[src/include/mem_params.svh]
`ifndef MEM_PARAMS_SVH
`define MEM_PARAMS_SVH

// client ports sharing the test memory
`define MEM_N_PORTS 4

// word offset inside one client region
`define MEM_LOCAL_AW 8

`define MEM_DATA_W 32

// entries in each request queue and each response queue
`define MEM_FIFO_DEPTH 4

// configuration window, in cycles after rst_i drops
`define MEM_CFG_CYCLES 12

// flops between end of configuration and core reset release
`define MEM_RESET_DEPTH 3

`endif

[src/hdl/reset_release.sv]
`include "mem_params.svh"

module reset_release (
  input  logic clk_i,
  input  logic rst_i,
  output logic cfg_done_o,
  output logic core_rst_o
);

  localparam int cnt_w_lp = $clog2(`MEM_CFG_CYCLES + 1);

  logic [cnt_w_lp-1:0]         cfg_cnt_r;
  logic                        cfg_done_r;
  logic [`MEM_RESET_DEPTH-1:0] rst_chain_r;

  // count from the first edge that sees rst_i low
  always_ff @(posedge clk_i) begin
    if (rst_i) begin
      cfg_cnt_r  <= '0;
      cfg_done_r <= 1'b0;
    end else if (!cfg_done_r) begin
      cfg_cnt_r  <= cfg_cnt_r + 1'b1;
      cfg_done_r <= (cfg_cnt_r == cnt_w_lp'(`MEM_CFG_CYCLES - 1));
    end
  end

  // not-done walks down the chain, core leaves reset at the far end
  always_ff @(posedge clk_i) begin
    if (rst_i) begin
      rst_chain_r <= '1;
    end else begin
      rst_chain_r <= {rst_chain_r[`MEM_RESET_DEPTH-2:0], ~cfg_done_r};
    end
  end

  assign cfg_done_o = cfg_done_r;
  assign core_rst_o = rst_chain_r[`MEM_RESET_DEPTH-1];

  // done rises one full window after rst_i drops
  a_done_timing: assert property (@(posedge clk_i) disable iff (rst_i)
    $rose(cfg_done_o) |-> !$past(rst_i, `MEM_CFG_CYCLES)
                          && $past(rst_i, `MEM_CFG_CYCLES + 1))
    else $error("cfg_done_o rose outside the end of the configuration window");

endmodule

[config.mk]
export PLATFORM = sky130hd
export DESIGN_NAME = reset_release
export DESIGN_NICKNAME = d
export VERILOG_FILES = /design/src/hdl/reset_release.sv
export VERILOG_INCLUDE_DIRS = /design/src /design/src/include
export SDC_FILE = /design/constraint.sdc
export NUM_CORES = 1
export LEC_CHECK = 0
export ABC_AREA = 1
export BUFFER_PORTS_ARGS = -buffer_cell sky130_fd_sc_hd__buf_2
export CORE_AREA = 3 3 40 42
export CTS_BUF_LIST = sky130_fd_sc_hd__clkbuf_8
export CTS_CLUSTER_SIZE = 24
export DETAILED_ROUTE_END_ITERATION = 12
export DIE_AREA = 0 0 43 45
export PLACE_DENSITY = 0.38
export SKIP_LAST_GASP = 1
export SYNTH_ARGS = -nofsm -noshare
export SYNTH_HDL_FRONTEND = slang
export SYNTH_SLANG_ARGS = --single-unit
[constraint.sdc]
create_clock -name clk_i -period 2.6 [get_ports clk_i]
set_clock_uncertainty 0.2 [all_clocks]
set_input_delay 0.26 -clock clk_i [delete_from_list [all_inputs] [get_ports clk_i]]
set_output_delay 0.26 -clock clk_i [all_outputs]
set_load 0.05 [all_outputs]
### Yosys cells after proc, flatten, opt, wreduce, memory -nomap -nowiden

Cells that the tools add are included.

| operators by class | value |
|---|---|
| $add $sub $neg | 1 |
| div/mod/pow operators | 0 |
| reductions and logical operators | 0 |
| multiplexer cells | 1 |
| shift-type cells | 0 |
| equal/unequal tests | 1 |
| bitwise operators | 1 |
| multiply operators | 0 |
| $lt $le $gt $ge | 0 |

Operators with widths:

| cell | number |
|---|---|
| adder 4 x 1 -> 4 bit, second input constant | 1 |
| == test 4 bit, second input constant | 1 |
| 2-to-1 mux 1 bit | 1 |
| inverter 1 bit | 1 |

| word-level totals | value |
|---|---|
| logic and storage cells | 7 |
| latch bits | 0 |
| register bits after elaboration | 8 |
| RAM bits | 0 |
| bits in read-only memories | 0 |
| output and inout port bits | 2 |
| memories | 0 |
| bits of input ports | 2 |

### Logic depth before layout (Yosys ltp)

| logic depth | value |
|---|---|
| word-level depth | 2 |
| gate-level depth with buffers | 5 |
| depth with buffers taken out | 5 |

### Worst setup path before layout

Ideal clock, no wire load.

| timing | value |
|---|---|
| kind | register to register |
| start point | register cfg_done_r (netlist: cfg_done_o) |
| end point | register cfg_cnt_r[2] |
| data arrival time | 0.979 ns |
| clock period less this slack | 1.294 ns |
| data required time | 2.285 ns |
| path buffers | 0 |
| setup time | 0.115 ns |
| setup slack | 1.306 ns |
| stages on the path, launching flop included | 4 |
| cell sequence | dfxtp_1 inv_2 a21oi_1 nor2_1 |

RTL lines:

| what | line | text |
|---|---|---|
| from (decl) | reset_release.sv:13 | `logic cfg_done_r;` |
| from (signal assigned) | reset_release.sv:23 | `` cfg_done_r <= (cfg_cnt_r == cnt_w_lp'(`MEM_CFG_CYCLES - 1)); `` |
| to (signal assigned) | reset_release.sv:22 | `cfg_cnt_r <= cfg_cnt_r + 1'b1;` |
| to (decl) | reset_release.sv:12 | `logic [cnt_w_lp-1:0] cfg_cnt_r;` |

### Final worst setup path

| timing | value |
|---|---|
| start point | register cfg_done_r (netlist: cfg_done_o) |
| end point | output cfg_done_o |

RTL lines:

| what | line | text |
|---|---|---|
| to (decl) | reset_release.sv:6 | `output logic cfg_done_o,` |

No word-level cell between the ends.

==> run metrics <==
largest net degree at the start of global routing=6; Final Core Density=roughly 28%; Crit path buffers/inverters=1; Die X=43 um; PortBufs=3; syn nets=36; Crit path largest cell delay=410 ps; Slew Limit Fails=0; crit-path cells=buf_2; Cell Rows=13; total power=289 uW; Routability Congestion=0.817; synth-to-layout area growth=26.5%; Switching Fraction=about a fifth; Setup crit start kind=register; Gate power share=between 4 and 5%; largest family of logic cells by synthesized area=simple AND/OR/NAND/NOR gates; FMAX=roughly 0.7 GHz; FF+latch count, synth=8; headroom to the max-slew limit=approximately 84%; P_int=approximately 230 uW; P_sw=56.5 uW; slowest CP cell=dfxtp_1; max cap viols=0; Pwr per Cell Area=between 800 and 900 mW/mm^2; top post-synthesis cells by area=dfxtp_1, nor2_1, a21oi_1, nand2_1, ha_1; initial cell density of the core=22.0%; Vias=between 200 and 250; power share of the clock group=~51%; Hold Fails Final Rpt=0; crit path time final=approximately 1400 ps; post-synthesis cell area=between 200 and 300 um^2; DRT iter0 DRCs=2; Worst Max-Slew Pin Slew=approximately 250 ps; post-cts resize count=0; Num CTS Buffers=3; Multi-input gate area=roughly 110 um^2; post-synth top area share=between 50% and 60%; GRT Util Overall=5.35%; Pleak=between 0.15 and 0.2 nW; sequential area share after synthesis=56.6%; Die ar.=between 0.0015 and 0.002 mm^2; Synth Area in Simple Gates=about a quarter; Final ANT Viol Nets=0; commonest register cell after synthesis=dfxtp_1; Setup WS post-layout=between 1000 and 1500 ps; final setup fails=0; CP delay by family, top=flip-flops; Mapped Cells=33; 1st-pass router iterations=4; Overflow after GRT=0; CP Max Fanout=5; unrepaired setup endpoints after global routing=false; first-pass GRT wire length=710 um; core area=roughly 0.0013 mm^2; TritonCTS clock tree=done; Worst Setup End Kind=output pin; fin crit share=around 54%; post-synth top area cell=dfxtp_1; depth of the CTS H-tree=1; post-synthesis xor/xnor area fraction=0%; initial antenna violation count=0; Storage cell area=160 um^2; Post-synth EDFFs=0; CP Class=register to output pin; Post-CTS Setup Inserts=0; compound-gate portion of the synthesized area=about 7.1%; via/cell ratio=4.11; status=finished, final reports clean; post-DP HPWL=359 um; most instantiated library cell after synthesis=dfxtp_1; per-cell routed wire length=between 8 and 9 um; layout cell share with drive strength beyond 1=23.1%; Distinct cells, synth=13; nets@finish=44; drt total wl=roughly 470 um; Hold-fix buffers, CTS=0; Synth top cells by count=dfxtp_1, nor2_1, nand2_1, a21oi_1; # IOs=4; YS warnings=0; DRC Markers=0; fill count=approximately 140; sequential power share=between 40 and 50%; CTS sink count=8; Tightest Hold Check Type=primary input to register; Worst EP required=roughly 2100 ps; synthesized area per cell=roughly 8.6 um^2; worst-case clock buffer depth=2; clock latency on the worst-skew pair=between 200 and 250 ps; Worst-path clk slew=roughly 40 ps; vias in the first global route=around 170; CTS root buffer=clkbuf_8; mux contribution to synthesized area=0%; Antenna Cells=0; Arr. time, crit path=about 940 ps; pre-CTS setup slack=about 1400 ps; final setup TNS=0 ps; asr flop ratio synth=0%; Max IR drop VDD=about 0.21 mV; die height=around 45 um; adder-cell share of the synthesized area=4.42%
==> power by group through the flow <==
stage | Clock (mW) | Sequential (mW) | Combinational [mW]
final | 0.146 | 0.131 | 0.0118
after global routing | 0.157 | 0.131 | 0.0135
after CTS | 0.153 | 0.131 | 0.0120
after detailed placement | 0 | 0.133 | 0.0119
after global placement | 0 | 0.133 | 0.0118
after floorplan | 0 | 0.132 | 0.00889
==> stage by stage <==
stage	std cells	hold WS (ps)	cell area, um^2
detailed placement	51	192	317
global route	54	67.6	358
finish	54	56.0	358
CTS	54	56.3	358
global placement	51	186	317
floorplan	33	129	283
==> metal layers <==
metal	vias up	track usage, %	wire (um)
met5	-	0	0
met4	0	5.42	14
met3	2	2.39	26
met2	6	5.99	201
met1	96	7.06	224
li1	118	-	-
==> area by class of cell <==
cell class | count | area share (%)
Tap cell | 15 | 5.24
Inverter | 4 | 4.20
Timing Repair Buffer | 3 | 4.20
Multi-Input combinational cell | 21 | 30.1
Clock buffer | 3 | 11.5
Sequential cell | 8 | 44.8
==> final timing paths <==
kind | startpoint | endpoint | slack (ps) | depth (start not counted)
setup / recovery | cfg_done_o | cfg_done_o | 1200 | 1
hold / removal | rst_i | cfg_done_o | 60 | 2
setup reg to reg | cfg_cnt_r[0] | cfg_cnt_r[1] | 1510 | 3
hold reg to reg | rst_chain_r[0] | rst_chain_r[1] | 200 | 1
==> registers in the layout (all words and copies together) (netlist names) <==
register	flops
cfg_cnt_r	4
rst_chain_r	3
cfg_done_o	1
==> cells by family (layout without fill, tap and decap cells) <==
kind of cell    count (synthesis)  in the layout
compound gates                  4              4
fa+ha+maj                       1              1
buf+inv                         4             10
flops                           8              8
simple gates                   16             16
==> cell usage in the layout, fill, tap and decap left out <==
| master | count |
|---|---|
| inv_2 | 2 |
| o21ai_1 | 1 |
| dfxtp_1 | 8 |
| nor2_1 | 5 |
| or2_1 | 2 |
| inv_1 | 2 |
| nand2_1 | 4 |
| clkbuf_8 | 3 |
| nand3b_1 | 1 |
| nor3_1 | 1 |
| nor2_2 | 1 |
| ha_1 | 1 |
| a21oi_1 | 3 |
| buf_2 | 3 |
| nand3_1 | 2 |
No activity file was read; power rests on OpenSTA's default activity.
