`src/include/mem_params.svh`:
```
`ifndef MEM_PARAMS_SVH
`define MEM_PARAMS_SVH

// client ports sharing the test memory
`define MEM_N_PORTS 4

// word offset inside one client region
`define MEM_LOCAL_AW 8

`define MEM_DATA_W 32

// entries in each request queue and each response queue
`define MEM_FIFO_DEPTH 4

// configuration window, in cycles after rst_i drops
`define MEM_CFG_CYCLES 12

// flops between end of configuration and core reset release
`define MEM_RESET_DEPTH 3

`endif

```
`src/hdl/dma_pkg.sv`:
```
`include "mem_params.svh"

package dma_pkg;

  // one data word as a client sees it
  typedef logic [`MEM_DATA_W-1:0] dma_data_t;

  // word offset within the client's own region
  typedef logic [`MEM_LOCAL_AW-1:0] dma_offset_t;

  // single word request from a client
  typedef struct packed {
    logic        wr;
    dma_offset_t offset;
    // don't care on reads
    dma_data_t   data;
  } dma_req_s;

endpackage

```
`src/hdl/mem_pkg.sv`:
```
`include "mem_params.svh"

package mem_pkg;

  typedef logic [$clog2(`MEM_N_PORTS)-1:0] port_idx_t;

  // port number on top, so every client owns a private slice of memory
  typedef logic [$clog2(`MEM_N_PORTS)+`MEM_LOCAL_AW-1:0] mem_addr_t;

  // command as seen by the memory, tagged with the issuing port
  typedef struct packed {
    logic                   wr;
    mem_addr_t              addr;
    logic [`MEM_DATA_W-1:0] data;
    port_idx_t              port;
  } mem_cmd_s;

endpackage

```
`src/hdl/dma_arbiter.sv`:
```
`include "mem_params.svh"

module dma_arbiter
  import dma_pkg::*;
  import mem_pkg::*;
#(
  localparam int n_lp     = `MEM_N_PORTS,
  localparam int cnt_w_lp = $clog2(`MEM_FIFO_DEPTH + 1)
) (
  input  logic                          clk_i,
  input  logic                          rst_i,
  input  logic [n_lp-1:0]               head_valid_i,
  input  dma_req_s [n_lp-1:0]           head_pkt_i,
  input  logic [n_lp-1:0][cnt_w_lp-1:0] free_slots_i,
  input  logic [n_lp-1:0]               rd_done_i,
  output logic [n_lp-1:0]               pop_o,
  output logic                          cmd_valid_o,
  output mem_cmd_s                      cmd_o
);

  logic [n_lp-1:0]               eligible;
  logic [n_lp-1:0][cnt_w_lp-1:0] rd_inflight_r;
  port_idx_t                     last_r;
  port_idx_t                     winner;
  logic                          found;

  // a read needs a response slot not yet claimed by an earlier read
  always_comb begin
    for (int i = 0; i < n_lp; i++) begin
      eligible[i] = head_valid_i[i]
                    && (head_pkt_i[i].wr || (free_slots_i[i] > rd_inflight_r[i]));
    end
  end

  // search starts one past the last winner, which comes last
  always_comb begin
    port_idx_t idx;
    found  = 1'b0;
    winner = last_r;
    for (int k = 1; k <= n_lp; k++) begin
      idx = port_idx_t'((int'(last_r) + k) % n_lp);
      if (!found && eligible[idx]) begin
        found  = 1'b1;
        winner = idx;
      end
    end
  end

  always_comb begin
    pop_o         = '0;
    pop_o[winner] = found;
  end

  // full address is the winner's region plus its local offset
  always_comb begin
    cmd_o.wr   = head_pkt_i[winner].wr;
    cmd_o.addr = {winner, head_pkt_i[winner].offset};
    cmd_o.data = head_pkt_i[winner].data;
    cmd_o.port = winner;
  end

  assign cmd_valid_o = found;

  always_ff @(posedge clk_i) begin
    if (rst_i) begin
      last_r <= port_idx_t'(n_lp - 1);
    end else if (found) begin
      last_r <= winner;
    end
  end

  // reads granted but not yet pushed into their response queue
  always_ff @(posedge clk_i) begin
    if (rst_i) begin
      rd_inflight_r <= '0;
    end else begin
      for (int i = 0; i < n_lp; i++) begin
        rd_inflight_r[i] <= rd_inflight_r[i] + cnt_w_lp'(pop_o[i] && !head_pkt_i[i].wr)
                            - cnt_w_lp'(rd_done_i[i]);
      end
    end
  end

  // every read in flight must have a free response slot waiting for it
  for (genvar i = 0; i < n_lp; i++) begin : g_credit
    a_credit: assert property (@(posedge clk_i) disable iff (rst_i)
      rd_inflight_r[i] <= free_slots_i[i])
      else $error("port %0d has more reads in flight than response slots", i);
  end

endmodule

```
`config.mk`:
```
export PLATFORM = sky130hd
export DESIGN_NAME = dma_arbiter
export DESIGN_NICKNAME = d
export VERILOG_FILES = /design/src/hdl/dma_pkg.sv /design/src/hdl/mem_pkg.sv /design/src/hdl/dma_arbiter.sv
export VERILOG_INCLUDE_DIRS = /design/src /design/src/include
export SDC_FILE = /design/constraint.sdc
export NUM_CORES = 1
export LEC_CHECK = 0
export BUFFER_PORTS_ARGS = -buffer_cell sky130_fd_sc_hd__buf_2
export CORE_AREA = 2 2 90 92
export CTS_BUF_LIST = sky130_fd_sc_hd__clkbuf_8
export DETAILED_ROUTE_END_ITERATION = 7
export DIE_AREA = 0 0 92 94
export PLACE_DENSITY = 0.77
export SYNTH_ARGS = -nofsm -noshare
export SYNTH_HDL_FRONTEND = slang
export SYNTH_SLANG_ARGS = --single-unit
```
`constraint.sdc`:
```
create_clock -name clk_i -period 3.6 [get_ports clk_i]
set_input_delay 0.72 -clock clk_i [delete_from_list [all_inputs] [get_ports clk_i]]
set_output_delay 0.72 -clock clk_i [all_outputs]
set_load 0.02 [all_outputs]
```
* After elaboration in Yosys (flattened, before gate mapping) *
Cells that the tools add are included.

cells by class
  magnitude comparators = 10
  add/sub/neg operators = 12
  bitwise logic cells = 1
  muxes and demuxes = 20
  reduce and logical (&&, ||, !) cells = 23

operators by type and width
  cell                                                                   number
  41-bit binary-select mux with 2-bit select                             1
  41-bit two-way mux                                                     1
  2-bit by 3-bit < comparator with 1-bit output, second input constant   5
  3-bit by 1-bit adder with 3-bit output                                 4
  3-bit > comparator                                                     4
  1-bit logical AND                                                      12
  3-bit by 1-bit subtractor with 3-bit output                            4
  1-bit two-way mux                                                      9
  1-bit binary-select mux with 2-bit select                              4
  2-bit two-way mux                                                      4
  1-bit logical NOT                                                      7
  2-bit by 1-bit adder with 2-bit output, second input constant          2
  2-bit adder, second input constant                                     2
  4-bit AND                                                              1
  1-bit logical OR                                                       4
  1-bit demux with 2-bit select                                          1
  2-bit by 1-bit >= comparator with 1-bit output, second input constant  1

storage, ports and cells
  word-level logic and storage cells = 71
  bits in registers = 14
  input port bits = 186
  output and inout port bits = 50

* Longest topological paths before layout *
  depth after elaboration = 23
  gate-level depth with buffers = 16
  mapped depth without buffers = 16

* Worst setup path after synthesis *
Ideal clock, no wire load.

  kind = input -> register
  start = in free_slots_i[10] (netlist name)
  end = reg rd_inflight_r[2] (netlist name)
  slack = -195 ps
  data arrival time = 3667 ps
  cell stages on the path = 14
  buffers on the path = 0
  data required time = 3472 ps
  setup time = 128 ps
  path through = ha_1 -> nor2b_1 -> o41a_1 -> nand2_1 -> a21oi_1 -> a211oi_1 -> nand2b_1 -> ha_1 -> inv_1 -> ha_1 -> fa_1 -> xnor2_1 -> xnor2_1 -> nor2_1

between the ends
  longest elaborated chain between the ends = 23
  elaborated cells on any way between the ends = 34
  classes of those cells = 2 x add/sub; 3 x order compare; 18 x mux; 1 x bitwise; 10 x reduce/logical

RTL lines
  element                                          RTL line           source
  start: declaration                               dma_arbiter.sv:14  input logic [n_lp-1:0][cnt_w_lp-1:0] free_slots_i,
  3-bit > comparator (*)                           dma_arbiter.sv:31  && (head_pkt_i[i].wr || (free_slots_i[i] > rd_inflight_r[i]));
  1-bit logical OR (*)                             dma_arbiter.sv:31
  1-bit logical AND (*)                            dma_arbiter.sv:31
  1-bit binary-select mux with 2-bit select        dma_arbiter.sv:42  if (!found && eligible[idx]) begin
  1-bit two-way mux (not written as such)          dma_arbiter.sv:42
  1-bit two-way mux                                dma_arbiter.sv:42
  1-bit logical NOT                                dma_arbiter.sv:42
  1-bit logical AND                                dma_arbiter.sv:42
  [8 not listed]                                   -
  1-bit logical AND (not written as such)          dma_arbiter.sv:51  pop_o[winner] = found;
  1-bit two-way mux (not written as such)          dma_arbiter.sv:51
  1-bit demux with 2-bit select                    dma_arbiter.sv:51
  4-bit AND (no line) (*)                          -
  net pop_o[0]                                     dma_arbiter.sv:16  output logic [n_lp-1:0] pop_o,
  1-bit logical AND (*)                            dma_arbiter.sv:78  rd_inflight_r[i] <= rd_inflight_r[i] + cnt_w_lp'(pop_o[i] && !head_pkt_i[i].wr)
  3-bit by 1-bit adder with 3-bit output (*)       dma_arbiter.sv:78
  3-bit by 1-bit subtractor with 3-bit output (*)  dma_arbiter.sv:79  - cnt_w_lp'(rd_done_i[i]);
  end signal: indexed assignment                   dma_arbiter.sv:78
  end: declaration                                 dma_arbiter.sv:22  logic [n_lp-1:0][cnt_w_lp-1:0] rd_inflight_r;

The timed path passes the listed nets; every way through them passes the cells marked *. The select of a mux whose other input is x is not followed.
A chain may end at the register's enable or synchronous reset.

==> results.yml <==
placement:
  post_dp_cell_area_um2: 4070
  place_congestion: 0.867
  dp_slack_ns: -0.0155
  hpwl_um: 7740
  placement.io_buffers: 235
die:
  dieArea_um2: 8650
  io_pins: 236
  rows: 32
  fp.dieW_um: 92
  initial_core_util_pct: 37.2
  die_h_um: 94
  core_um2: 7610
logic_synthesis:
  synthTopCellsByArea: "mux2i_1 43%, dfxtp_1 9.9%, ha_1 8.8%"
  synth_mux_area_share_pct: 43.5
  synth_compound_area_share_pct: 11.5
  syn-cell-area_um2: 2830
  synth_top_area_share_pct: 43.5
  yosys_warnings: 0
  syn_avg_cell_area_um2: 9.97
  synth-simple-area-share_pct: 8.22
  yosysTopAreaCell: "mux2i_1"
  synth_seq_area_share_pct: 9.89
  synth_fp_nets: 494
  synth.distinct_cells: 49
  ys_seq_elements: 14
  synth_top_family_by_area: "multiplexers"
  syn_inst: 284
  yosys.area_share.adder_pct: 11.7
  synth_xor_area_share_pct: 2.47
detailed_routing:
  drt_iter0_markers: 48
  vias: 3179
  drt_pass1_iterations: 4
  drcViolationCount: 0
  viasPerCell: 4.94
  ant_nets: 0
  routed_wl_um: 10100
  wl_per_cell_um: 15.8
critical_path:
  crit_slowest_cell: "o41a_1"
  cp_data_arrival_time_ns: 2.89
  max_stage_delay_ns: 0.45
  crit_start: "free_slots_i[10]"
  path_class: "in -> out"
  cp-endpoint: "cmd_o[27]"
  worstPathRequired_ns: 2.88
  end_kind: "primary output"
  cp_cell_sequence: "buf_6, ha_4, nor2b_4, o41a_1, a31oi_4, a2bb2oi_4, buf_12, buf_12, clkbuf_16, mux2i_1, mux2i_1, buf_4"
  reg2reg_from: "rd_inflight_r[10]"
  rr_endpoint: "rd_inflight_r[2]"
  ff2ff_path_depth: 15
  critPathLaunchType: "input port"
  cp_max_fo: 6
  ff2ff_setup_slack_ns: 0.26
sta:
  max_slew.worst_pin.slew_ns: 0.409
  fin_tns_setup_ns: -0.00758
  fin_crit_ns: 3.61
  setup_viol: 1
  rsz0062_at_grt: "yes"
  slew_viol_final: 0
  setup_ws_ns: -0.00758
  fmax_mhz: 277
  hold_viol_final: 0
  period_share_pct: 100
  fin_skew_ns: 0.00179
  max-slew-margin-rel_pct: 72.7
global_routing:
  grt_pass1_wl_um: 13900
  grt_remaining_overflow: 0
  grt_pass1_vias: 3136
  grt_max_degree: 29
  antenna_found_initial: 0
  gr-usage-all-layers_pct: 19.4
worst_hold_path:
  hp-class: "reg -> reg"
power_and_ir_drop:
  fin_total_pwr_w: 0.00333
  leakage_nw: 2.59
  peakVddDrop_v: 0.000352
  power.density_nw_per_um2: 732
cts:
  cts.sinks: 14
  clkSlewWorstSetupHoldPaths_ns: 0.06
  clk_latency_ns: 0.25
  htreeDepth: 1
  cts_buffers: 3
  cts_tree: "yes"
  cts_hold_buf: 0
  cts.path.max_buffers: 2
  clk_root_buffer_cell: "clkbuf_8"
cells_and_area:
  fin_util_pct: 59.9
  n_antenna_cell: 0
  nets: 753
  drive_above_1_share_pct: 57.7
  final_area_um2: 4550
  area_growth_syn_to_layout_pct: 60.7
  fill_cells: 646
  regArea_um2: 282
  multi_input_area_um2: 2370
run:
  cap_violations: 0
outcome:
  status: "complete, but fails checks"
  violations: "setup timing"
## cells in the final DEF (no fill, tap or decap), drive strengths merged, types with 3 or more instances in the layout
cell,instances
buf,269
mux2i,123
inv,23
ha,20
dfxtp,14
nor2,11
nor2b,8
xnor2,8
nand2,7
a21oi,7
clkbuf,6
o21ai,5
fa,4
a211o,3
nand2b,3
## how the worst min path moves through the flow
stage / startpoint / end / slack, ns / cells past startpoint
after floorplan: rd_inflight_r[1] / rd_inflight_r[2] / 0.48 / 2
after global placement: rd_inflight_r[1] / rd_inflight_r[2] / 0.50 / 2
after detailed placement: rd_inflight_r[1] / rd_inflight_r[2] / 0.53 / 2
after CTS: rd_inflight_r[1] / rd_inflight_r[2] / 0.55 / 2
after global routing: rd_inflight_r[1] / rd_inflight_r[2] / 0.59 / 2
final: rd_inflight_r[1] / rd_inflight_r[2] / 0.54 / 2
## cell type report
type                    count  area share, %
multi-input cells         229           52.0
repair buffers            272           36.2
flip-flops and latches     14           6.18
well taps                 102           2.80
inverters                  23           1.90
clock buffers               3          0.907
## kinds of logic (layout without fill, tap and decap cells)
| logic type | after synthesis | in the layout |
|---|---|---|
| mux | 123 | 123 |
| xor+xnor | 8 | 8 |
| buf+inv | 41 | 298 |
| fa+ha+maj | 24 | 24 |
| compound gates | 34 | 34 |
| flops | 14 | 14 |
| simple gates | 40 | 40 |
## critical path, delay by kind of cell
family,cells,cell delay [ns]
AOI/OAI and AO/OA,3,0.82
buffers and inverters,5,0.69
and+or+nand+nor,1,0.13
adders and majority gates,1,0.21
muxes,2,0.30
## cells in the mapped netlist, drive strengths merged
master,n
a211o,3
a211oi,2
a21o,1
a21oi,7
a2bb2oi,1
a31oi,1
a32oi,1
a41o,1
a41oi,1
and3,1
and3b,2
buf,16
clkbuf,2
dfxtp,14
fa,4
ha,20
inv,23
mux2i,123
nand2,7
nand2b,3
nand3,2
nand4b,2
nor2,11
nor2b,8
nor3,1
o211a,1
o211ai,2
o21a,1
o21ai,5
o21ba,2
o21bai,1
o22ai,2
o41a,1
o41ai,1
or2,1
or3,2
xnor2,8
## per-layer routing
layer / track usage (%) / vias up / share of wire [%]
li1: - / 1551 / -
met1: 21.9 / 1502 / 38
met3: 3.37 / 13 / 6.4
met4: 5.10 / 0 / 1.7
met5: 0 / - / 0
met2: 37.5 / 113 / 54
## registers in the layout (all words and copies together) (netlist names)
register	count
rd_inflight_r	12
last_r	2
## through the flow
stage	instances	hold WS [ns]
2_1_floorplan	284	0.484
3_3_place_gp	620	0.503
3_5_place_dp	620	0.533
4_1_cts	623	0.545
5_1_grt	643	0.592
6_report	643	0.535
## what timing repair did
| action | in CTS | in global routing |
|---|---|---|
| buffers inserted | 0 | 16 |
| pin swaps | 0 | 16 |
| resized for setup | 0 | 45 |
| gates cloned | 0 | 4 |
| endpoints found under the setup margin | 1 | 33 |
| endpoints found under the hold margin | 0 | 0 |
## report_power, final
group          internal, W  leakage [nW]  switching [W]
logic              0.00145          2.45        0.00149
registers         0.000211         0.117      0.0000565
clock network    0.0000741        0.0216      0.0000555
Power figures use the tool's default switching activity.
