## config.mk

```make
export PLATFORM = sky130hd
export DESIGN_NAME = dma_fifo
export DESIGN_NICKNAME = d
export VERILOG_FILES = /design/src/hdl/dma_fifo.sv
export VERILOG_INCLUDE_DIRS = /design/src /design/src/include
export SDC_FILE = /design/constraint.sdc
export NUM_CORES = 1
export LEC_CHECK = 0
export ABC_AREA = 0
export BUFFER_PORTS_ARGS = -buffer_cell sky130_fd_sc_hd__buf_2
export CORE_MARGIN = 5
export CORE_UTILIZATION = 35
export CTS_BUF_LIST = sky130_fd_sc_hd__clkbuf_8
export DETAILED_ROUTE_END_ITERATION = 10
export PLACE_DENSITY = 0.59
export SLEW_MARGIN = 20
export SYNTH_ARGS = -nofsm -noshare
export SYNTH_HDL_FRONTEND = slang
export SYNTH_SLANG_ARGS = --single-unit
```

## constraint.sdc

```tcl
create_clock -name clk_i -period 1.8 [get_ports clk_i]
set_clock_uncertainty 0.1 [all_clocks]
set_input_delay 0.36 -clock clk_i [delete_from_list [all_inputs] [get_ports clk_i]]
set_output_delay 0.36 -clock clk_i [all_outputs]
set_load 0.01 [all_outputs]
```

## src/include/mem_params.svh

```systemverilog
`ifndef MEM_PARAMS_SVH
`define MEM_PARAMS_SVH

// client ports sharing the test memory
`define MEM_N_PORTS 4

// word offset inside one client region
`define MEM_LOCAL_AW 8

`define MEM_DATA_W 32

// entries in each request queue and each response queue
`define MEM_FIFO_DEPTH 4

// configuration window, in cycles after rst_i drops
`define MEM_CFG_CYCLES 12

// flops between end of configuration and core reset release
`define MEM_RESET_DEPTH 3

`endif

```

## src/hdl/dma_fifo.sv

```systemverilog
`include "mem_params.svh"

module dma_fifo #(
  parameter type payload_t = logic,
  parameter int  depth_p   = `MEM_FIFO_DEPTH,
  localparam int ptr_w_lp  = (depth_p > 1) ? $clog2(depth_p) : 1,
  localparam int cnt_w_lp  = $clog2(depth_p + 1)
) (
  input  logic                clk_i,
  input  logic                rst_i,
  input  logic                push_i,
  input  payload_t            data_i,
  input  logic                pop_i,
  output logic                valid_o,
  output payload_t            data_o,
  output logic                full_o,
  output logic [cnt_w_lp-1:0] free_slots_o
);

  payload_t            mem_r [depth_p];
  logic [ptr_w_lp-1:0] rd_ptr_r;
  logic [ptr_w_lp-1:0] wr_ptr_r;
  logic [cnt_w_lp-1:0] count_r;

  // wrap explicitly so depth need not be a power of two
  function automatic logic [ptr_w_lp-1:0] next_ptr(input logic [ptr_w_lp-1:0] ptr);
    return (ptr == ptr_w_lp'(depth_p - 1)) ? '0 : ptr + 1'b1;
  endfunction

  always_ff @(posedge clk_i) begin
    if (rst_i) begin
      rd_ptr_r <= '0;
      wr_ptr_r <= '0;
      count_r  <= '0;
    end else begin
      if (push_i) begin
        wr_ptr_r <= next_ptr(wr_ptr_r);
      end
      if (pop_i) begin
        rd_ptr_r <= next_ptr(rd_ptr_r);
      end
      count_r <= count_r + cnt_w_lp'(push_i) - cnt_w_lp'(pop_i);
    end
  end

  always_ff @(posedge clk_i) begin
    if (push_i) begin
      mem_r[wr_ptr_r] <= data_i;
    end
  end

  assign valid_o      = (count_r != '0);
  assign full_o       = (count_r == cnt_w_lp'(depth_p));
  assign free_slots_o = cnt_w_lp'(depth_p) - count_r;
  assign data_o       = mem_r[rd_ptr_r];

  // callers must honour full and valid
  a_no_overflow: assert property (@(posedge clk_i) disable iff (rst_i) push_i |-> !full_o)
    else $error("push into a full queue");
  a_no_underflow: assert property (@(posedge clk_i) disable iff (rst_i) pop_i |-> valid_o)
    else $error("pop from an empty queue");

endmodule

```

## Word-level counts from Yosys, hierarchy flattened

Memories as Yosys holds them, arrays and structs flattened. A register that Yosys moved wholly into a read port is not among the register bits.
Cells that the tools add are included.

- Shift-type cells: 0
- Multiplexer cells: 6
- Add/sub/neg operators: 5
- Multiply operators: 0
- Eq/ne operators: 3
- Reduce and logical (&&, ||, !) cells: 1
- Div/mod/pow operators: 0
- Bitwise gates (word level): 0
- $lt $le $gt $ge: 0

Operators by type and width:

| operator | count |
|---|---|
| 2-bit two-way mux | 4 |
| 2-bit by 1-bit adder with 2-bit output (second input constant) | 2 |
| 2-bit equality test (second input constant) | 2 |
| 3-bit by 1-bit adder with 3-bit output | 1 |
| 3-bit equality test (second input constant) | 1 |
| 3-bit nonzero test | 1 |
| 3-bit by 1-bit subtractor with 3-bit output | 1 |
| 3-bit subtractor (first input constant) | 1 |
| 1-bit two-way mux | 2 |

- Flip-flop bits (word level): 7
- Memories: 1
- Memory bits (read-only): 0
- Memory bits (writable): 4
- Logic and storage cells: 19
- Latch bits: 0

Memories:

| name | words | bits a word | rd ports | clocked after Yosys merged registers in | wr ports | RTL line | source |
|---|---|---|---|---|---|---|---|
| mem_r | 4 | 1 | 1 | 1 | 1 | dma_fifo.sv:20 | `payload_t mem_r [depth_p];` |

## Depth between registers and ports, before layout

Gate-level depths: netlist of the first run.

- Depth in word-level cells: 4
- Mapped depth: 7
- Depth with buffers taken out: 7

## Worst setup path before layout of the first run

OpenSTA, ideal clock, no wires.

- Path kind: input to register
- Start point: input port pop_i
- End point: register count_r[2]
- Stages on the path: 6
- Arrival time: 1.401 ns
- Slack: 0.188 ns
- Buffers on the path: 0
- Required time: 1.590 ns
- Setup time: 0.110 ns
- Cells stage by stage: ha_1 -> inv_1 -> ha_1 -> fa_1 -> xor3_1 -> nor2_1

- Cells in the longest elaborated chain, start to end: 1

Ends and longest elaborated chain:

| item | RTL line | source |
|---|---|---|
| start: declaration | dma_fifo.sv:13 | `input logic pop_i,` |
| 3-bit by 1-bit subtractor with 3-bit output | dma_fifo.sv:42 | `count_r <= count_r + cnt_w_lp'(push_i) - cnt_w_lp'(pop_i);` |
| end signal: assignment | dma_fifo.sv:42 |  |
| end: declaration | dma_fifo.sv:23 | `logic [cnt_w_lp-1:0] count_r;` |

Every way passes these cells.
A chain may end at the register's enable or synchronous reset.

## Worst setup path after layout of the first run

- Start point: register count_r[1]
- End point: output port free_slots_o[2]

- Cells in the longest elaborated chain, start to end: 1

Ends and longest elaborated chain:

| item | RTL line | source |
|---|---|---|
| 3-bit subtractor | dma_fifo.sv:54 | `assign free_slots_o = cnt_w_lp'(depth_p) - count_r;` |
| end: declaration | dma_fifo.sv:17 | `output logic [cnt_w_lp-1:0] free_slots_o` |

Every way passes these cells.

==> run metrics, run 1 <==
final critical path time including I/O delays and setup ~1.7 ns; GP Congestion around 0.70; highest clock rate 575.2 MHz; Initial Utilization 0.3699; arrival time at the worst endpoint approximately 1.3 ns; antenna violation net count after detailed routing 0; total wire length slightly below 1000 um; final-report hold violation count 0; number of hold buffers added after CTS 0; category of the critical setup timing path flip-flop to primary output; post_cts resized 0; sequential element share of the synthesized area 0.4651; actual slew at the worst max-slew pin around 0.14 ns; DRC violations left 0; number of slew-limit violations in the final report 0; net switching fraction of the power 0.2795; global router's overall resource usage 0.08629; number of detailed-route iterations in the first pass 2; FILL cells about 180; via-per-instance ratio roughly 4.2; Clock Pin Slew Worst Setup and Hold Paths ~0.06 ns; number of I/O port buffers 10; vias in the first global route 408; largest buffer count on any clock path 2; switching component of the power 0.2395 mW; DR vias about 400; average size of a mapped cell about 12 sq um; Synth warnings 0; dpl hpwl about 800 um; final setup fails 0; worst hold path type primary input to flip-flop; setup repair after global routing missed its margin false; leak pwr around 0.37 nW; post-synthesis cell count 53; post-layout util 0.4437; Slew Limit Headroom 0.9040; number of placement rows 15; grt ovf 0; number of top-level pins 11; wire length of the first global-routing pass roughly 1700 um; IR drop worst, VDD 348.4 uV; Net Count, Synth 69; P&R area growth vs syn 19.96%; antenna violations before repair 0; Root Buffer clkbuf_8; total number of H-tree levels 1; Worst Setup End Kind primary output; power share of the combinational group 0.292; worst setup slack for register-to-register paths 0.10 ns; buffers inserted during post-CTS setup optimization 0; Post-Syn Area about 650 sq um; layout net count 84; number of design-rule violations left by the first detailed-router iteration 5; Worst Setup Start Kind flip-flop; Final Cycle Share 0.9658; die boundary height 52.95 um; fraction of layout cells with a size suffix above 1 0.2537; run status finished clean; flops & latches, synth 13; largest net degree at the start of global routing 9; TritonCTS Buffers 3; placeable core area 1745 sq um; die area ~2800 sq um; Antenna Diode Count 0; hold_ws ~0.24 ns; Netlist cell types 16; clock latency at the later pin of the worst-skew pair ~0.24 ns; maximum fanout encountered on the critical timing path 2; Cell Pwr Density between 1000 and 1500 nW/um^2; share of power burned in the clock network 0.290; TritonCTS clock tree yes; sequential power share 0.418; required time at the worst-slack endpoint 1.34 ns; Die W 52.95 um; number of max-cap violations 0; routed wirelength normalized by instance count roughly 11 um; number of clock sinks 13; setup TNS after final layout 0 ns; Int Pwr about 0.62 mW
worst max-delay path, stage by stage (launching register included):
cell and delay (ns):
dfxtp_1 0.33, inv_1 0.08, ha_2 0.19, ha_1 0.27, inv_1 0.05, buf_2 0.12
cells in the mapped netlist (all sizes together):
master	n	area share
edfxtp	4	0.19
nor2	3	0.017
nor2b	2	0.019
ha	10	0.19
or3b	2	0.027
a21oi	2	0.021
and2	4	0.039
inv	9	0.052
nand2b	2	0.019
buf	1	0.012
dfxtp	9	0.28
mux4	1	0.035
xor3	1	0.037
mux2i	2	0.031
fa	1	0.031
layout make-up:
| class | instances | area [sq um] | area share |
|---|---|---|---|
| inverters | 9 | 33.78 | 0.04362 |
| clock buffers | 3 | 41.29 | 0.05331 |
| repair buffers | 11 | 57.56 | 0.07431 |
| clock inverters | 1 | 3.754 | 0.004847 |
| well taps | 25 | 31.28 | 0.04039 |
| multi-input cells | 30 | 306.5 | 0.3958 |
| flip-flops and latches | 13 | 300.3 | 0.3877 |
metal layers:
layer | wire [um] | GRT usage | up-vias
met5 | 0 | 0 | -
met4 | 6 | 0.03830 | 0
met3 | 56 | 0.02535 | 2
met2 | 477 | 0.1384 | 6
met1 | 447 | 0.1059 | 186
li1 | - | - | 196
placed cells by master, fill, tap and decap left out:
master and instances:
inv_1 10, buf_4 1, xor3_1 1, dfxtp_1 9, ha_1 9, or3b_1 2, nand2b_1 2, clkbuf_8 3
fa_1 1, edfxtp_1 4, buf_2 10, mux2i_1 2, mux4_2 1, ha_2 1, a21oi_2 1, and2_1 4
nor2b_1 2, a21oi_1 1, nor2_1 3
power groups by stage:
stage / clock network [mW] / logic, mW / registers (mW)
floorplan: 0 / 0.174 / 0.359
global placement: 0 / 0.239 / 0.364
detailed placement: 0 / 0.252 / 0.364
CTS: 0.255 / 0.256 / 0.358
global route: 0.270 / 0.284 / 0.363
finish: 0.249 / 0.250 / 0.358
stage by stage:
stage,total power [mW],setup slack [ns],cells,cell area [sq um]
3_5_place_dp,0.6165,-0.0009706,88,726.9
6_report,0.8568,0.06148,92,774.5
4_1_cts,0.8687,0.02072,92,772.0
3_3_place_gp,0.6026,0.04965,88,726.9
5_1_grt,0.9169,0.005311,92,774.5
2_1_floorplan,0.5332,0.1884,53,645.6
logic make-up (layout without fill, tap and decap cells):
family,count (synthesis),count (layout),share of synthesized area
buffers and inverters,10,24,0.06395
DFF,13,13,0.4651
adders and majority gates,11,11,0.2248
xor gates and xnor gates,1,1,0.03682
AOI/OAI and AO/OA,2,2,0.02131
muxes,3,3,0.06589
and+or+nand+nor,13,13,0.1221
path summary, 6_finish.rpt:
kind / start / to / cells past startpoint
worst max-delay path: count_r[1] / free_slots_o[2] / 5
worst min-delay path: data_i / mem_r[3] / 1
worst max register to register: count_r[0] / count_r[2] / 7
worst min register to register: rd_ptr_r[0] / flip-flop / 2
Power figures use the tool's default switching activity.
==> run 2: changes to the inputs <==
Settings changed: ABC_AREA 0 to 1, CELL_PAD_IN_SITES_DETAIL_PLACEMENT from default to 0, CELL_PAD_IN_SITES_GLOBAL_PLACEMENT from default to 1, PLACE_DENSITY 0.59 to 0.73.
==> run 2 against run 1 <==
  * Sequential share of layout area is 0.099 points higher
  * Largest power group unchanged
  * Critical path depth stayed put
  * Combinational power is 6% lower
  * Fmax is 0.43% lower
  * Worst setup slack worse by 0.0075 ns
  * Final cell count is 21% higher
  * Synthesized cell count is 40% higher
  * Largest cell class is now sequential cells
  * Highest routed layer is now met3
  * Sequential cell count stayed put
  * First-iteration DRC count is 20% lower
  * Core utilization is 0.072 points higher
  * Register-to-register slack better by 0.05 ns
  * Clock power is 2% lower
==> run metrics, run 2 <==
run status finished clean (unchanged); Slew Limit Headroom 0.9060 (was 0.9040); Synth warnings 0 (unchanged); fin cells 111 (was 92); category of the critical setup timing path flip-flop to primary output (unchanged); dpl hpwl 758.3 um (was 798.2 um); antenna violations before repair 0 (unchanged); routed wirelength normalized by instance count 8.288 um (was 10.74 um); TritonCTS Buffers 3 (unchanged); Final Cycle Share 0.9700 (was 0.9658); Cell Pwr Density 1078 nW/um^2 (was 1106 nW/um^2); Layout Cell Area excl Fill 775.7 sq um (was 774.5 sq um); required time at the worst-slack endpoint 1.34 ns (about the same); Root Buffer clkbuf_8 (unchanged); power share of the combinational group 0.281 (was 0.292); biggest area contributors in the synthesized netlist dfxtp_1 (27%), ha_1 (19%), edfxtp_1 (18%) (was dfxtp_1 (28%), ha_1 (19%), edfxtp_1 (19%)); average size of a mapped cell 8.860 sq um (was 12.18 sq um); clock latency at the later pin of the worst-skew pair 0.24 ns (about the same); Worst Setup Start Kind flip-flop (unchanged); Crit path buffers/inverters 3 (unchanged); highest clock rate 572.7 MHz (was 575.2 MHz); worst hold path type primary input to flip-flop (unchanged); number of design-rule violations left by the first detailed-router iteration 4 (was 5); Netlist cell types 14 (was 16); Int Pwr 0.5868 mW (was 0.6173 mW); Antenna Diode Count 0 (unchanged); share of async-settable or async-resettable flops after synthesis 0 (unchanged); net switching fraction of the power 0.2982 (was 0.2795); leak pwr 0.4081 nW (was 0.3655 nW); total wire length 920 um (was 988 um); number of slew-limit violations in the final report 0 (unchanged); final critical path time including I/O delays and setup 1.746 ns (was 1.739 ns); die boundary height 53.28 um (was 52.95 um); overall power after layout 0.8361 mW (was 0.8568 mW); total number of H-tree levels 1 (unchanged); P&R area growth vs syn 18.32% (was 19.96%); via-per-instance ratio 3.982 (was 4.239); dominant cell type by count on the critical path inv_1 (unchanged); FILL cells 185 (was 175); Max stage delay cell, worst path dfxtp_1 (unchanged); number of placement rows 15 (unchanged); GP Congestion 0.6682 (was 0.6950); most instantiated cells after synthesis inv_1 (19), nand2_1 (12), ha_1 (10) (was ha_1 (10), dfxtp_1 (9), inv_1 (9)); number of detailed-route iterations in the first pass 3 (was 2); slack of the critical path 0.05393 ns (was 0.06148 ns); DR vias 442 (was 390); most common cell after layout, fill and taps aside inv_1; largest stage delay on the critical path 0.33 ns (about the same); Worst Setup End Kind primary output (unchanged); global router's overall resource usage 0.08338 (was 0.08629); EDFF count, synth 4 (unchanged); post-synth top area share 0.2748 (was 0.2791); die area 2839 sq um (was 2804 sq um); largest buffer count on any clock path 2 (unchanged); fraction of layout cells with a size suffix above 1 0.1860 (was 0.2537); post-placement worst setup slack -0.006279 ns (was -0.0009706 ns); number of I/O port buffers 10 (unchanged); grt ovf 0 (unchanged); wire length of the first global-routing pass 1711 um (was 1731 um); post-layout util 0.4444 (was 0.4437); post-synthesis cell count 74 (was 53); largest net degree at the start of global routing 9 (unchanged); sequential power share 0.426 (was 0.418); antenna violation net count after detailed routing 0 (unchanged); critical path, cell by cell inv_1, ha_2, ha_1, inv_1, buf_2 (unchanged); setup TNS after final layout 0 ns (unchanged); hold_ws 0.2358 ns (was 0.2414 ns); TritonCTS clock tree yes (unchanged); Net Count, Synth 90 (was 69); Synth Flop Type dfxtp_1 (unchanged); number of clock sinks 13 (unchanged); share of power burned in the clock network 0.293 (was 0.290); layout net count 103 (was 84); placeable core area 1745 sq um (unchanged); biggest area consumer among synthesized cells dfxtp_1 (unchanged); Clock Pin Slew Worst Setup and Hold Paths 0.05 ns (was 0.06 ns); IR drop worst, VDD 595.6 uV (was 348.4 uV); Initial Utilization 0.3756 (was 0.3699); vias in the first global route 421 (was 408); actual slew at the worst max-slew pin 0.1399 ns (about the same); number of max-cap violations 0 (unchanged); arrival time at the worst endpoint 1.29 ns (was 1.28 ns); final-report hold violation count 0 (unchanged); number of cells in the design after placement 107 (was 88); top library cells by usage in the layout, fill and taps aside inv_1 (20), nand2_1 (12), buf_2 (10) (was inv_1 (10), buf_2 (10), ha_1 (9), dfxtp_1 (9)); Placed Area 724.4 sq um (was 726.9 sq um); buffers inserted during post-CTS setup optimization 0 (unchanged); Die W 53.28 um (was 52.95 um); top cell family by delay on the critical path adder cells (unchanged); number of top-level pins 11 (unchanged); flops & latches, synth 13 (unchanged); maximum fanout encountered on the critical timing path 3 (was 2); Post-Syn Area 655.6 sq um (was 645.6 sq um); sequential element share of the synthesized area 0.4580 (was 0.4651); switching component of the power 0.2493 mW (was 0.2395 mW); final setup fails 0 (unchanged); most common cell in the netlist inv_1 (was ha_1); DRC violations left 0 (unchanged)
run 2: area by class of cell:
cell class,instances,area (sq um),share of cell area
Sequential cell,13,301.5,0.3887
Multi-Input combinational cell,40,276.5,0.3565
Inverter,19,71.32,0.09194
Timing Repair Buffer,10,50.05,0.06452
Clock buffer,3,41.29,0.05323
Tap cell,25,31.28,0.04032
Clock inverter,1,3.754,0.004839
run 2: layer usage:
layer	GRT usage	wire, um	up-vias
met5	0	0	-
met4	0.01277	0	0
met2	0.1388	448	6
met1	0.09639	421	191
li1	-	-	245
met3	0.04225	50	0
run 2: kinds of logic (layout without fill, tap and decap cells):
| logic type | Yosys count | count (layout) | synth area share |
|---|---|---|---|
| buffers and inverters | 21 | 33 | 0.1279 |
| and+or+nand+nor | 20 | 20 | 0.1183 |
| DFF | 13 | 13 | 0.4580 |
| adders and majority gates | 11 | 11 | 0.2214 |
| AOI/OAI and AO/OA | 8 | 8 | 0.06106 |
| xor gates and xnor gates | 1 | 1 | 0.01336 |
run 2: power groups by stage:
| stage | clock [mW] | combinational, mW | sequential (mW) |
|---|---|---|---|
| 3_5_place_dp | 0 | 0.233 | 0.363 |
| 2_1_floorplan | 0 | 0.168 | 0.357 |
| 3_3_place_gp | 0 | 0.229 | 0.362 |
| 4_1_cts | 0.253 | 0.234 | 0.357 |
| 6_report | 0.245 | 0.235 | 0.357 |
| 5_1_grt | 0.267 | 0.286 | 0.362 |
run 2: path summary, 6_finish.rpt:
| path | startpoint | depth (start not counted) | slack [ns] | end |
|---|---|---|---|---|
| max | count_r[1] | 5 | 0.05 | free_slots_o[2] |
| min | data_i | 1 | 0.24 | mem_r[1] |
| max reg2reg | count_r[0] | 7 | 0.15 | count_r[1] |
| min reg2reg | rd_ptr_r[1] | 2 | 0.38 | rd_ptr_r[1] |
run 2: worst reg2reg max path, cell delays in order, from the launching register on:
cell,delay (ns)
dfxtp_2,0.32
inv_1,0.06
ha_1,0.27
inv_1,0.04
ha_1,0.19
fa_2,0.52
inv_1,0.04
nor2_1,0.07
run 2: repair_timing:
action                                 4_1_cts  5_1_grt
endpoints found under the hold margin        0        0
hold buffers                                 0        0
gates resized for setup                      0        3
setup endpoints to repair                    0        2
